--- src/source/bus_types_pkg.sv ---
// bus side types
package bus_types_pkg;

    // one bus data word
    typedef logic [31:0] word_t;

    // byte address
    typedef logic [31:0] addr_t;

    // master to slave
    typedef struct packed {
        addr_t addr;
        logic  select;
        logic  enable;
        logic  write;
        word_t wdata;
    } bus_req_t;

    // slave to master
    typedef struct packed {
        word_t rdata;
        logic  ready;
    } bus_rsp_t;

endpackage

--- src/source/client_pkg.sv ---
// client request and grant types
package client_pkg;

    // line sizes in bytes
    localparam int DCACHE_LINE_SIZE = 16;
    localparam int ICACHE_LINE_SIZE = 32;

    localparam int WORD_BYTES = $bits(bus_types_pkg::word_t) / 8;
    localparam int DCACHE_WORD_COUNT = DCACHE_LINE_SIZE / WORD_BYTES;
    localparam int ICACHE_WORD_COUNT = ICACHE_LINE_SIZE / WORD_BYTES;

    typedef bus_types_pkg::word_t [DCACHE_WORD_COUNT-1:0] dcache_line_t;
    typedef bus_types_pkg::word_t [ICACHE_WORD_COUNT-1:0] icache_line_t;

    // single word clients
    typedef struct packed {
        logic                 read_req;
        logic                 write_req;
        bus_types_pkg::addr_t addr;
        bus_types_pkg::word_t write_value;
    } tlb_req_t;

    typedef struct packed {
        logic                 read_grant;
        logic                 write_grant;
        bus_types_pkg::word_t read_value;
    } tlb_grant_t;

    // line clients
    typedef struct packed {
        logic                 read_req;
        logic                 write_req;
        bus_types_pkg::addr_t addr;
        dcache_line_t         write_value;
    } dcache_req_t;

    typedef struct packed {
        logic         read_grant;
        logic         write_grant;
        dcache_line_t read_value;
    } dcache_grant_t;

    typedef struct packed {
        logic                 read_req;
        logic                 write_req;
        bus_types_pkg::addr_t addr;
        icache_line_t         write_value;
    } icache_req_t;

    typedef struct packed {
        logic         read_grant;
        logic         write_grant;
        icache_line_t read_value;
    } icache_grant_t;

endpackage

--- src/source/bus_access_unit.sv ---
// bus access unit
`timescale 1ns/1ps

module bus_access_unit (
    input  logic                      clk,
    input  logic                      rst,
    input  client_pkg::tlb_req_t      dtlb_req,
    input  client_pkg::tlb_req_t      itlb_req,
    input  client_pkg::dcache_req_t   dcache_req,
    input  client_pkg::icache_req_t   icache_req,
    output client_pkg::tlb_grant_t    dtlb_grant,
    output client_pkg::tlb_grant_t    itlb_grant,
    output client_pkg::dcache_grant_t dcache_grant,
    output client_pkg::icache_grant_t icache_grant,
    output bus_types_pkg::bus_req_t   bus_req,
    input  bus_types_pkg::bus_rsp_t   bus_rsp
);
    localparam int DCACHE_OFFSET = $clog2(client_pkg::DCACHE_LINE_SIZE);
    localparam int ICACHE_OFFSET = $clog2(client_pkg::ICACHE_LINE_SIZE);

    typedef logic [$clog2(client_pkg::DCACHE_WORD_COUNT)-1:0] dcache_index_t;
    typedef logic [$clog2(client_pkg::ICACHE_WORD_COUNT)-1:0] icache_index_t;

    localparam dcache_index_t DCACHE_LAST = dcache_index_t'(client_pkg::DCACHE_WORD_COUNT - 1);
    localparam icache_index_t ICACHE_LAST = icache_index_t'(client_pkg::ICACHE_WORD_COUNT - 1);

    typedef enum logic [3:0] {
        ST_IDLE         = 4'h0,
        ST_DCACHE_READ  = 4'h8,
        ST_DCACHE_WRITE = 4'h9,
        ST_DTLB_READ    = 4'ha,
        ST_DTLB_WRITE   = 4'hb,
        ST_ICACHE_READ  = 4'hc,
        ST_ICACHE_WRITE = 4'hd,
        ST_ITLB_READ    = 4'he,
        ST_ITLB_WRITE   = 4'hf
    } xfer_state_t;

    typedef enum logic [1:0] {
        PHASE_IDLE   = 2'h0,
        PHASE_SETUP  = 2'h1,
        PHASE_ACCESS = 2'h2
    } phase_t;

    xfer_state_t state;
    xfer_state_t next_state;
    phase_t phase;
    phase_t next_phase;
    logic done;
    logic next_done;
    logic rdata_valid;
    dcache_index_t dcache_index;
    icache_index_t icache_index;
    client_pkg::dcache_line_t dcache_value;
    client_pkg::icache_line_t icache_value;
    bus_types_pkg::word_t tlb_value;

    assign rdata_valid = (phase == PHASE_ACCESS) && bus_rsp.ready;

    // fixed priority pick while idle
    always_comb begin
        if (state != ST_IDLE) begin
            next_state = done ? ST_IDLE : state;
        end else if (dtlb_req.write_req) begin
            next_state = ST_DTLB_WRITE;
        end else if (dtlb_req.read_req) begin
            next_state = ST_DTLB_READ;
        end else if (dcache_req.write_req) begin
            next_state = ST_DCACHE_WRITE;
        end else if (dcache_req.read_req) begin
            next_state = ST_DCACHE_READ;
        end else if (itlb_req.write_req) begin
            next_state = ST_ITLB_WRITE;
        end else if (itlb_req.read_req) begin
            next_state = ST_ITLB_READ;
        end else if (icache_req.write_req) begin
            next_state = ST_ICACHE_WRITE;
        end else if (icache_req.read_req) begin
            next_state = ST_ICACHE_READ;
        end else begin
            next_state = ST_IDLE;
        end
    end

    // one apb transfer per word
    always_comb begin
        if (state == ST_IDLE || done) begin
            next_phase = PHASE_IDLE;
        end else begin
            case (phase)
                PHASE_IDLE:   next_phase = PHASE_SETUP;
                PHASE_SETUP:  next_phase = PHASE_ACCESS;
                PHASE_ACCESS: next_phase = bus_rsp.ready ? PHASE_IDLE : PHASE_ACCESS;
                default:      next_phase = PHASE_IDLE;
            endcase
        end
    end

    // last word of the transfer
    always_comb begin
        if (state inside {ST_DCACHE_READ, ST_DCACHE_WRITE}) begin
            next_done = rdata_valid && (dcache_index == DCACHE_LAST);
        end else if (state inside {ST_ICACHE_READ, ST_ICACHE_WRITE}) begin
            next_done = rdata_valid && (icache_index == ICACHE_LAST);
        end else if (state != ST_IDLE) begin
            next_done = rdata_valid;
        end else begin
            next_done = 1'b0;
        end
    end

    always_ff @(posedge clk) begin
        if (rst) begin
            state <= ST_IDLE;
            phase <= PHASE_IDLE;
            done <= 1'b0;
            dcache_index <= '0;
            icache_index <= '0;
        end else begin
            state <= next_state;
            phase <= next_phase;
            done <= next_done;
            if (state == ST_IDLE) begin
                dcache_index <= '0;
                icache_index <= '0;
            end else if (rdata_valid) begin
                if (state inside {ST_DCACHE_READ, ST_DCACHE_WRITE}) begin
                    dcache_index <= dcache_index + 1'b1;
                end
                if (state inside {ST_ICACHE_READ, ST_ICACHE_WRITE}) begin
                    icache_index <= icache_index + 1'b1;
                end
            end
        end
    end

    // write values latched at the sampling edge, read data collected per word
    always_ff @(posedge clk) begin
        if (state == ST_IDLE) begin
            dcache_value <= dcache_req.write_value;
            icache_value <= icache_req.write_value;
            tlb_value <= dtlb_req.write_req ? dtlb_req.write_value : itlb_req.write_value;
        end else if (rdata_valid) begin
            if (state == ST_DCACHE_READ) begin
                dcache_value[dcache_index] <= bus_rsp.rdata;
            end
            if (state == ST_ICACHE_READ) begin
                icache_value[icache_index] <= bus_rsp.rdata;
            end
            if (state inside {ST_DTLB_READ, ST_ITLB_READ}) begin
                tlb_value <= bus_rsp.rdata;
            end
        end
    end

    // bus master outputs
    always_comb begin
        if (state inside {ST_DTLB_READ, ST_DTLB_WRITE}) begin
            bus_req.addr = {dtlb_req.addr[31:2], 2'b00};
            bus_req.wdata = tlb_value;
        end else if (state inside {ST_ITLB_READ, ST_ITLB_WRITE}) begin
            bus_req.addr = {itlb_req.addr[31:2], 2'b00};
            bus_req.wdata = tlb_value;
        end else if (state inside {ST_DCACHE_READ, ST_DCACHE_WRITE}) begin
            bus_req.addr = {dcache_req.addr[31:DCACHE_OFFSET], dcache_index, 2'b00};
            bus_req.wdata = dcache_value[dcache_index];
        end else if (state inside {ST_ICACHE_READ, ST_ICACHE_WRITE}) begin
            bus_req.addr = {icache_req.addr[31:ICACHE_OFFSET], icache_index, 2'b00};
            bus_req.wdata = icache_value[icache_index];
        end else begin
            bus_req.addr = '0;
            bus_req.wdata = '0;
        end
        bus_req.select = (phase == PHASE_SETUP) || (phase == PHASE_ACCESS);
        bus_req.enable = (phase == PHASE_ACCESS);
        bus_req.write = (phase == PHASE_ACCESS) &&
            (state inside {ST_DTLB_WRITE, ST_DCACHE_WRITE, ST_ITLB_WRITE, ST_ICACHE_WRITE});
    end

    // grant pulses from the registered done flag
    always_comb begin
        dtlb_grant.read_grant = done && (state == ST_DTLB_READ);
        dtlb_grant.write_grant = done && (state == ST_DTLB_WRITE);
        dtlb_grant.read_value = tlb_value;
        itlb_grant.read_grant = done && (state == ST_ITLB_READ);
        itlb_grant.write_grant = done && (state == ST_ITLB_WRITE);
        itlb_grant.read_value = tlb_value;
        dcache_grant.read_grant = done && (state == ST_DCACHE_READ);
        dcache_grant.write_grant = done && (state == ST_DCACHE_WRITE);
        dcache_grant.read_value = dcache_value;
        icache_grant.read_grant = done && (state == ST_ICACHE_READ);
        icache_grant.write_grant = done && (state == ST_ICACHE_WRITE);
        icache_grant.read_value = icache_value;
    end

    a_one_grant: assert property (@(posedge clk) disable iff (rst)
        $onehot0({dtlb_grant.read_grant, dtlb_grant.write_grant,
                  itlb_grant.read_grant, itlb_grant.write_grant,
                  dcache_grant.read_grant, dcache_grant.write_grant,
                  icache_grant.read_grant, icache_grant.write_grant}));

    a_enable_select: assert property (@(posedge clk) disable iff (rst)
        bus_req.enable |-> bus_req.select);

    // slave stretch must keep the transfer open
    a_hold_access: assert property (@(posedge clk) disable iff (rst)
        (bus_req.select && bus_req.enable && !bus_rsp.ready)
            |=> (bus_req.select && bus_req.enable));

endmodule

--- config.mk ---
export PLATFORM = sky130hd
export DESIGN_NAME = bus_access_unit
export DESIGN_NICKNAME = d
export VERILOG_FILES = /design/src/source/bus_types_pkg.sv /design/src/source/client_pkg.sv /design/src/source/bus_access_unit.sv
export SDC_FILE = /design/constraint.sdc
export NUM_CORES = 1
export LEC_CHECK = 0
export ABC_AREA = 1
export CORE_AREA = 2 2 451 453
export DETAILED_ROUTE_END_ITERATION = 16
export DIE_AREA = 0 0 453 455
export DONT_BUFFER_PORTS = 1
export MAX_ROUTING_LAYER = met4
export PLACE_DENSITY_LB_ADDON = 0.3
export REMOVE_ABC_BUFFERS = 1
export SLEW_MARGIN = 20
export SYNTH_ARGS = -nofsm -noshare
export SYNTH_HDL_FRONTEND = slang
export SYNTH_SLANG_ARGS = --single-unit
--- constraint.sdc ---
create_clock -name clk -period 4.8 [get_ports clk]
set_input_delay 0.96 -clock clk [delete_from_list [all_inputs] [get_ports clk]]
set_output_delay 0.96 -clock clk [all_outputs]
set_load 0.01 [all_outputs]
# Yosys cells after proc, flatten, opt, wreduce, memory -nomap -nowiden
# Cells that the tools add are included.
classes:
  n_addsub: 2
  order_cmp: 4
  n_eq_ne: 13
  mux: 43
  reduce_logical: 36
op_table:
  columns: ["operator", "n"]
  rows:
  - ["two-way mux 256 bit", 3]
  - ["two-way mux 32 bit", 16]
  - ["two-way mux 128 bit", 3]
  - ["bitwise mux 256 bit", 1]
  - ["bitwise mux 128 bit", 1]
  - ["binary-select mux 32 bit (select 3 bit)", 1]
  - ["demux 32 bit (select 3 bit)", 1]
  - ["binary-select mux 32 bit (select 2 bit)", 1]
  - ["demux 32 bit (select 2 bit)", 1]
  - ["two-way mux 4 bit", 10]
  - ["equality test 4 bit (second input constant)", 8]
  - ["nonzero test 2 bit", 9]
  - ["logical AND 1 bit", 14]
  - ["AND reduction 2 bit", 5]
  - ["nonzero test 4 bit", 2]
  - ["one-hot mux 2 bit (3 select lines)", 1]
  - ["equality test 2 bit (second input constant)", 2]
  - ["zero test 4 bit", 1]
  - ["less-than comparator 3 x 4 -> 1 bit (second input constant)", 1]
  - ["OR reduction 2 bit", 2]
  - ["adder 3 x 1 -> 3 bit (second input constant)", 1]
  - ["equality test 3 bit (second input constant)", 1]
  - ["greater-or-equal comparator 3 x 1 -> 1 bit (second input constant)", 1]
  - ["less-than comparator 2 x 3 -> 1 bit (second input constant)", 1]
  - ["other kinds (8)", 11]
totals:
  reg_bits: 428
  output_inout_bits: 523
  word_cells: 116

# Logic depth before layout (Yosys ltp)
# Gate-level depths: netlist (run 1).
logic_depth:
  word_depth: 9
  ltp_mapped: 12
  mapped_depth_nobuf: 9

# Worst setup path before layout (run 1)
# Ideal clock, no wire load.
synth_path:
  kind: "in2reg"
  start: "input port bus_rsp[0] in the netlist's numbering"
  end: "register icache_value (netlist bit icache_grant[0]) (enable)"
  setup_ns: 0.466
  arrival_ns: 3.584
  required_ns: 4.334
  path_slack_ns: 0.750
  cell_stages: 4
  path_buffers: 0
  cell_sequence: "nand2_1 inv_1 nand3_1 o21ai_0"
synth_between:
  elab_chain_cells: 3
synth_lines:
  columns: ["element", "line", "rtl"]
  rows:
  - ["start: declaration", "bus_access_unit.sv:16", "input bus_types_pkg::bus_rsp_t bus_rsp"]
  - ["logical AND 1 bit", "bus_access_unit.sv:58", "assign rdata_valid = (phase == PHASE_ACCESS) && bus_rsp.ready;"]
  - ["nonzero test 2 bit (no line)", null, null]
  - ["AND reduction 2 bit (no line)", null, null]
  - ["end signal: assignment", "bus_access_unit.sv:141", "icache_value <= icache_req.write_value;"]
  - ["end signal: indexed assignment", "bus_access_unit.sv:148", "icache_value[icache_index] <= bus_rsp.rdata;"]
  - ["end: declaration", "bus_access_unit.sv:55", "client_pkg::icache_line_t icache_value;"]
# No other way between the ends.
# A chain may end at the register's enable or synchronous reset.

==> flow_summary.yaml, run 1 <==
run_status:
  status: "finished, final reports clean"
detailed_routing:
  viasPerCell: 4.16
  drc: 0
  drt_iter0_drc: 3468
  firstDrtPassIters: 5
  num_vias: 23100
  drt_wl_total_um: 196000
  drtAntennaViolNets: 0
  avgRoutedWirePerCell_um: 35.4
global_routing:
  track_usage: 0.185
  use_met2: 0.290
  grt_max_degree: 125
  busiest_layer: "met2"
  use_met3: 0.0537
  grt_pass1_wl_um: 242000
  grt_pass1_vias: 21600
  grt_overflow: 0
  grtUsageMet1: 0.228
  antenna_found_initial: 57
floorplan:
  rows: 165
  dieArea_sq_um: 206000
  start_util: 0.117
  fp.coreArea_sq_um: 201000
  io_pins: 1142
  die_w_um: 453
  die-height_um: 455
setup_path:
  crit_path_frequent_cell: "nand2_1"
  path_buf_inv: 1
  required_ns: 3.84
  crit_fanout: 38
  crit_type: "reg -> out"
  crit_chain: "nand2_1, nor2_4, buf_4, nand2_1, a31oi_1"
  slowest_stage: "a31oi_1"
  max_stage_delay_ns: 0.69
  reg2reg_slack_ns: 1.64
  worstPathArrival_ns: 3.54
  r2r-start: "icache_index[2]$_SDFFE_PP0P_"
  start_kind: "register"
  r2r_end: "icache_grant[182]$_DFFE_PP_"
  critical_path.top_delay_family: "simple AND/OR/NAND/NOR gates"
  cp-end-kind: "output pin"
  crit_start: "state[3]$_SDFFE_PP0P_"
  r2r_cells: 4
synthesis:
  syn_inst: 2898
  syn_area_sq_um: 23500
  synth-compound-area-share: 0.117
  synth-seq-area-share: 0.543
  synth_cell_types: 28
  synthArstFlopShare: 0
  synth_seq_cells: 428
  avgSynthCellArea_sq_um: 8.10
  yosysTopAreaCell: "edfxtp_1"
  ys_top_cells_by_count: "1367 x nand2_1, 416 x edfxtp_1, 169 x a21oi_1, 145 x o21ai_0, 127 x o21ai_1"
  synthSimpleGateAreaFrac: 0.269
  synth-edff-count: 416
  synth_top_family_by_area: "simple AND/OR/NAND/NOR gates"
  synth_fa_ha_area_frac: 0.00533
  synthMuxAreaShare: 0
  yosysMostFrequentCell: "nand2_1"
  ys.flop_type: "edfxtp_1"
  netlist.area_leader.share: 0.532
  synth.area.top_cells: "edfxtp_1 53%, nand2_1 22%, a21oi_1 3.6%"
  ys_warn_count: 0
  synthXorXnorAreaFrac: 0
finish:
  final_util: 0.142
  nets: 3420
  fin_cells: 5544
  drive_above_1_share: 0.0768
  final_area_sq_um: 28500
  area_growth_pct: 21.4
clocking:
  cts_buffers: 57
  htreeDepth: 2
  post-cts-setup-buffer-count: 0
  cts_resized: 0
  cts_tree: "done"
  postCtsHoldBufs: 0
  clock_latency_ns: 0.68
  path_clk_slew_ns: 0.05
  cts_buffer_depth: 3
  root_buffer: "clkbuf_16"
  clock_sinks: 428
power_and_ir_drop:
  p_per_area_nw_per_um2: 863
  peakVddDrop_mv: 0.706
  p_leak_nw: 10.3
  power_mw: 24.6
timing:
  min_period_ns: 4.50
  slew-limit-headroom: 0.295
  rsz0062_at_grt: "false"
  tightest_slew_ns: 1.06
  slew_viol_final: 0
  setup_viol: 0
  fin_ws_ns: 0.297
  clock_skew_ns: 0.0286
  hold_viol: 0
  period_share: 0.938
  max_clock_freq_mhz: 222
worst_hold_path:
  hold_path_class: "in -> reg"
  min_to: "state[3]$_SDFFE_PP0P_"
  holdPathStages: 1
  hold_start: "rst"
placement:
  pre_cts_slack_ns: 1.04
  place_area_sq_um: 26600
  dpl.hpwl_um: 151000
  placedCellCount: 5404
  place_congestion: 0.950
  port_buffers: 0
run:
  maxCapViolCount: 0
==> placed cells by master (no fill, tap or decap), drive strengths merged, types with 3 or more instances in the layout <==
| cell | n |
|---|---|
| dfxtp | 12 |
| ha | 10 |
| nor3 | 4 |
| o31ai | 33 |
| clkbuf | 69 |
| a31oi | 20 |
| clkinv | 29 |
| a22oi | 3 |
| o22ai | 19 |
| inv | 55 |
| o21ai | 272 |
| nand3 | 122 |
| clkinvlp | 5 |
| nand2 | 1367 |
| nand4 | 9 |
| nor2 | 125 |
| edfxtp | 416 |
| buf | 92 |
| diode | 34 |
| a21oi | 169 |
==> where the power goes <==
group | leakage, nW | total [mW] | switching [mW] | internal, mW
clock | 0.850 | 4.26 | 1.94 | 2.32
sequential | 4.21 | 11.1 | 3.82 | 7.26
combinational | 5.28 | 9.24 | 7.41 | 1.83
total | 10.3 | 24.6 | 13.2 | 11.4
==> sequential cells by signal (all words and copies together), names as in the netlist <==
| register | count |
|---|---|
| dcache_index | 2 |
| dcache_grant | 128 |
| tlb_value | 32 |
| icache_index | 3 |
| icache_grant | 256 |
| state | 4 |
| phase | 2 |
| done | 1 |
==> layout make-up <==
cell class	count	area, sq um
fillers	23100	173000
flip-flops and latches	428	12800
multi-input cells	2158	9470
well taps	2672	3340
clock buffers	69	1490
repair buffers	92	853
clock inverters	37	278
inverters	54	221
diodes	34	85.1
==> metrics by stage <==
stage	hold WS (ns)	setup TNS (ns)
after floorplan	0.451	-2378.39
after global placement	0.469	0
after detailed placement	0.476	0
after CTS	0.297	0
after global routing	0.331	0
final	0.357	0
==> per-layer routing <==
| layer | share of wire | up-vias |
|---|---|---|
| li1 | - | 9489 |
| met1 | 0.40 | 11700 |
| met2 | 0.46 | 1647 |
| met3 | 0.10 | 264 |
| met4 | 0.034 | 0 |
| met5 | 0 | - |
==> logic make-up after synthesis <==
group                    Yosys count
AO/OA/AOI/OAI                    519
adder cells (fa/ha/maj)           10
buffers and inverters            313
flip-flops                       428
other                              1
AND/OR/NAND/NOR                 1627
==> worst max path at each step <==
stage,endpoint,slack (ns),cells past startpoint
global route,bus_req[3],0.23,7
CTS,bus_req[3],0.28,7
detailed placement,bus_req[3],1.04,7
floorplan,dcache_grant[0]$_DFFE_PP_,-3.98,5
global placement,bus_req[59],1.04,5
finish,bus_req[59],0.30,5
Note: power is estimated with default switching activity, not from simulation.
==> inputs of run 2 (changes only) <==
Settings changed: CORE_AREA 2 2 451 453 to 2 2 439 441, DIE_AREA 0 0 453 455 to 0 0 441 443.
==> flow_summary.yaml, run 2 (synthesized netlist as in run 1, its figures left out) <==
power_and_ir_drop:
  comb_power_share: 0.370
  pwr-share-clk: 0.184
  p_per_area_nw_per_um2: 884
  swShare: 0.536
  peakVddDrop_mv: 0.415
  p_switching_mw: 13.5
  p_leak_nw: 10.5
  sequentialPowerShare: 0.446
  p_int_mw: 11.7
timing:
  slew-limit-headroom: 0.318
  setup_viol: 0
  period_share: 0.894
  tightest_slew_ns: 1.02
  clock_skew_ns: 0.0485
  slew_viol_final: 0
  max_clock_freq_mhz: 233
  whs_ns: 0.306
  min_period_ns: 4.29
  rsz0062_at_grt: "false"
  hold_viol: 0
floorplan:
  die-height_um: 443
  rows: 161
  io_pins: 1142
  dieArea_sq_um: 195000
  start_util: 0.123
  die_w_um: 441
  fp.coreArea_sq_um: 191000
detailed_routing:
  viasPerCell: 4.29
  drt_wl_total_um: 204000
  drc: 0
  drtAntennaViolNets: 0
  drt_iter0_drc: 3153
  firstDrtPassIters: 6
  num_vias: 23300
  avgRoutedWirePerCell_um: 37.6
clocking:
  clock_sinks: 428
  cts_tree: "done"
  cts_buffer_depth: 3
  path_clk_slew_ns: 0.06
  clock_latency_ns: 0.72
  postCtsHoldBufs: 0
  cts_resized: 0
  post-cts-setup-buffer-count: 0
  root_buffer: "clkbuf_16"
  htreeDepth: 2
  cts_buffers: 59
finish:
  layout_commonest_cell: "nand2_1"
  area_growth_pct: 21.7
  nets: 3431
  final_cell_mix: "1366 x nand2_1, 416 x edfxtp_1, 169 x a21oi_1"
  final_area_sq_um: 28600
  fin_cells: 5422
  drive_above_1_share: 0.0820
  largest_reg_flops: 256
global_routing:
  grt_max_degree: 140
  grt_pass1_wl_um: 252000
  antenna_found_initial: 72
  grt_overflow: 0
  grt_pass1_vias: 21700
  track_usage: 0.206
worst_hold_path:
  hold_path_class: "in -> reg"
placement:
  placedCellCount: 5267
  place_area_sq_um: 26500
  dpl.hpwl_um: 154000
  place_congestion: 0.955
  port_buffers: 0
run:
  maxCapViolCount: 0
run_status:
  status: "finished, final reports clean"
setup_path:
  crit_type: "reg -> out"
  worstPathArrival_ns: 3.33
  start_kind: "register"
  cp-end-kind: "output pin"
  required_ns: 3.84
  crit_fanout: 35
==> run 2: changes by cell type in the layout (fill, tap and decap cells not counted), moves of 2 or more <==
cell and change:
buf_4 +11, diode_2 +10, clkbuf_1 -5, bufinv_16 +4, clkinv_1 +3, buf_12 -2, clkbuf_16 +2
==> run 2: stage by stage <==
step	worst slack [ns]	utilization	TNS [ns]	power [mW]
2_1_floorplan	-3.98	-	-2378.39	14.2
3_3_place_gp	1.15	0.139	0	20.8
3_5_place_dp	1.16	0.139	0	20.9
4_1_cts	0.352	0.149	0	25.6
5_1_grt	0.308	0.149	0	26.2
6_report	0.510	0.149	0	25.2
==> run 2: path summary, 6_finish.rpt <==
| kind | endpoint | slack [ns] | startpoint | depth (start not counted) |
|---|---|---|---|---|
| worst max-delay path | bus_req[31] | 0.51 | state[3]$_SDFFE_PP0P_ | 7 |
| worst max register to register | tlb_value[29]$_DFFE_PP_ | 1.39 | state[1]$_SDFFE_PP0P_ | 8 |
| worst min register to register | state[2]$_SDFFE_PP0P_ | 0.50 | state[2]$_SDFFE_PP0P_ | 2 |
| worst min-delay path | state[3]$_SDFFE_PP0P_ | 0.31 | rst | 1 |
==> run 2: worst max-delay path: stages, from the launching register on <==
cell and delay (ns):
dfxtp_1 0.53, nand2_1 0.21, nor2_4 0.46, buf_4 0.54, nand3_1 0.15, nand2_1 0.08, inv_1 0.05, a21oi_1 0.57
==> run 2: layout make-up <==
class	instances	area (sq um)
fill	21800	163000
antenna	44	110
inverter	54	221
clock inverter	45	428
clock buffer	66	1520
sequential	428	12800
tap	2526	3160
multi-input combinational	2158	9470
timing repair buffer	101	896
==> run 2: power groups by stage <==
stage               Combinational [mW]  Sequential, mW  Clock, mW
finish                            9.34            11.3       4.64
floorplan                         4.89            9.36          0
global placement                  9.41            11.4          0
CTS                               9.48            11.4       4.75
detailed placement                9.45            11.4          0
global route                      10.0            11.4       4.85
==> run 2: per-layer routing <==
layer	vias to the layer above	part of all wire	GRT usage	routed length, um
met5	-	0	-	0
met4	0	0.041	0.0771	8350
met3	328	0.10	0.0636	20600
met2	1741	0.46	0.322	94400
met1	11700	0.39	0.246	80200
li1	9541	-	-	-
==> inputs of run 3 (changes only) <==
Settings changed: CORE_AREA 2 2 439 441 to 2 2 446 448, DIE_AREA 0 0 441 443 to 0 0 448 450.
Clock period 4.8 ns to 5.2 ns, I/O delays scaled along.
==> flow_summary.yaml, run 3 (synthesized netlist as in run 1, its figures left out) <==
clocking:
  cts_tree: "done"
  htreeDepth: 2
  cts_buffer_depth: 3
  clock_latency_ns: 0.71
  clock_sinks: 428
  root_buffer: "clkbuf_16"
  postCtsHoldBufs: 0
  path_clk_slew_ns: 0.07
  cts_buffers: 56
  post-cts-setup-buffer-count: 0
  cts_resized: 0
finish:
  nets: 3416
  largest_reg_flops: 256
  area_growth_pct: 21.1
  layout_commonest_cell: "nand2_1"
  final_util: 0.145
  drive_above_1_share: 0.0763
  final.fill_count: 22700
  final_cell_mix: "1366 x nand2_1, 416 x edfxtp_1, 169 x a21oi_1"
global_routing:
  grt_pass1_wl_um: 243000
  grt_max_degree: 124
  grt_overflow: 0
  grt_pass1_vias: 21400
  antenna_found_initial: 40
  track_usage: 0.191
floorplan:
  dieArea_sq_um: 202000
  die-height_um: 450
  rows: 163
  start_util: 0.119
  io_pins: 1142
  fp.coreArea_sq_um: 197000
  die_w_um: 448
timing:
  finalSetupTns_ns: 0
  setup_viol: 0
  hold_viol: 0
  period_share: 0.916
  rsz0062_at_grt: "false"
  fin_ws_ns: 0.439
  min_period_ns: 4.76
  max_clock_freq_mhz: 210
  slew-limit-headroom: 0.129
  clock_skew_ns: 0.0554
  slew_viol_final: 0
  tightest_slew_ns: 1.31
  whs_ns: 0.394
placement:
  dpl.hpwl_um: 150000
  pre_cts_slack_ns: 1.27
  port_buffers: 0
  place_congestion: 1.06
run_status:
  status: "finished, final reports clean"
power_and_ir_drop:
  power_mw: 22.8
  peakVddDrop_mv: 0.448
  p_per_area_nw_per_um2: 804
  p_leak_nw: 10.3
setup_path:
  crit_chain: "nand2_1, inv_2, nand2_1, buf_4, o22ai_1, a31oi_1"
  crit_path_frequent_cell: "nand2_1"
  start_kind: "register"
  max_stage_delay_ns: 0.91
  required_ns: 4.16
  worstPathArrival_ns: 3.72
  cp-end-kind: "output pin"
  crit_fanout: 33
  slowest_stage: "o22ai_1"
  crit_type: "reg -> out"
detailed_routing:
  drc: 0
  drtAntennaViolNets: 0
  drt_iter0_drc: 2801
  viasPerCell: 4.15
  num_vias: 22800
  avgRoutedWirePerCell_um: 35.7
  firstDrtPassIters: 5
  drt_wl_total_um: 196000
run:
  maxCapViolCount: 0
worst_hold_path:
  hold_path_class: "in -> reg"
-- run 3: layout make-up --
type | instances | area (sq um) | share of cell area
Sequential cell | 428 | 12700 | 0.449
Multi-Input combinational cell | 2158 | 9460 | 0.333
Tap cell | 2640 | 3300 | 0.116
Clock buffer | 65 | 1440 | 0.0505
Timing Repair Buffer | 89 | 793 | 0.0279
Clock inverter | 37 | 392 | 0.0138
Inverter | 54 | 220 | 0.00775
Antenna cell | 23 | 57.6 | 0.00203
-- run 3: path summary, 6_finish.rpt --
kind / start / end / slack (ns) / cells after the start
worst max-delay path: state[3]$_SDFFE_PP0P_ / bus_req[61] / 0.44 / 6
worst min-delay path: rst / state[3]$_SDFFE_PP0P_ / 0.39 / 1
worst max register to register: state[3]$_SDFFE_PP0P_ / icache_grant[136]$_DFFE_PP_ / 1.58 / 5
worst min register to register: state[2]$_SDFFE_PP0P_ / state[2]$_SDFFE_PP0P_ / 0.48 / 2
-- run 3: metal layers --
metal  track usage  wire length, um  part of all wire
met5             -                0                 0
met4        0.0529             5550             0.028
met3        0.0534            19100             0.097
met2         0.309            93600              0.48
met1         0.231            77700              0.40
-- run 3: metrics by stage --
step	cell area (sq um)	std cells
3_5_place_dp	26500	5369
2_1_floorplan	22100	2640
3_3_place_gp	26500	5369
5_1_grt	28400	5486
6_report	28400	5494
4_1_cts	28400	5471
-- run 3: power by group --
group,switching [mW],leakage (nW),total [mW],internal (mW)
logic,6.80,5.25,8.52,1.72
registers,3.53,4.21,10.2,6.69
clock network,1.81,0.881,4.10,2.28
-- run 3: critical path, delay by kind of cell, from the launching register on --
kind	cells	cell delay, ns
and+or+nand+nor	2	0.29
DFF	1	0.57
AOI/OAI and AO/OA	2	1.26
buffers and inverters	2	0.85
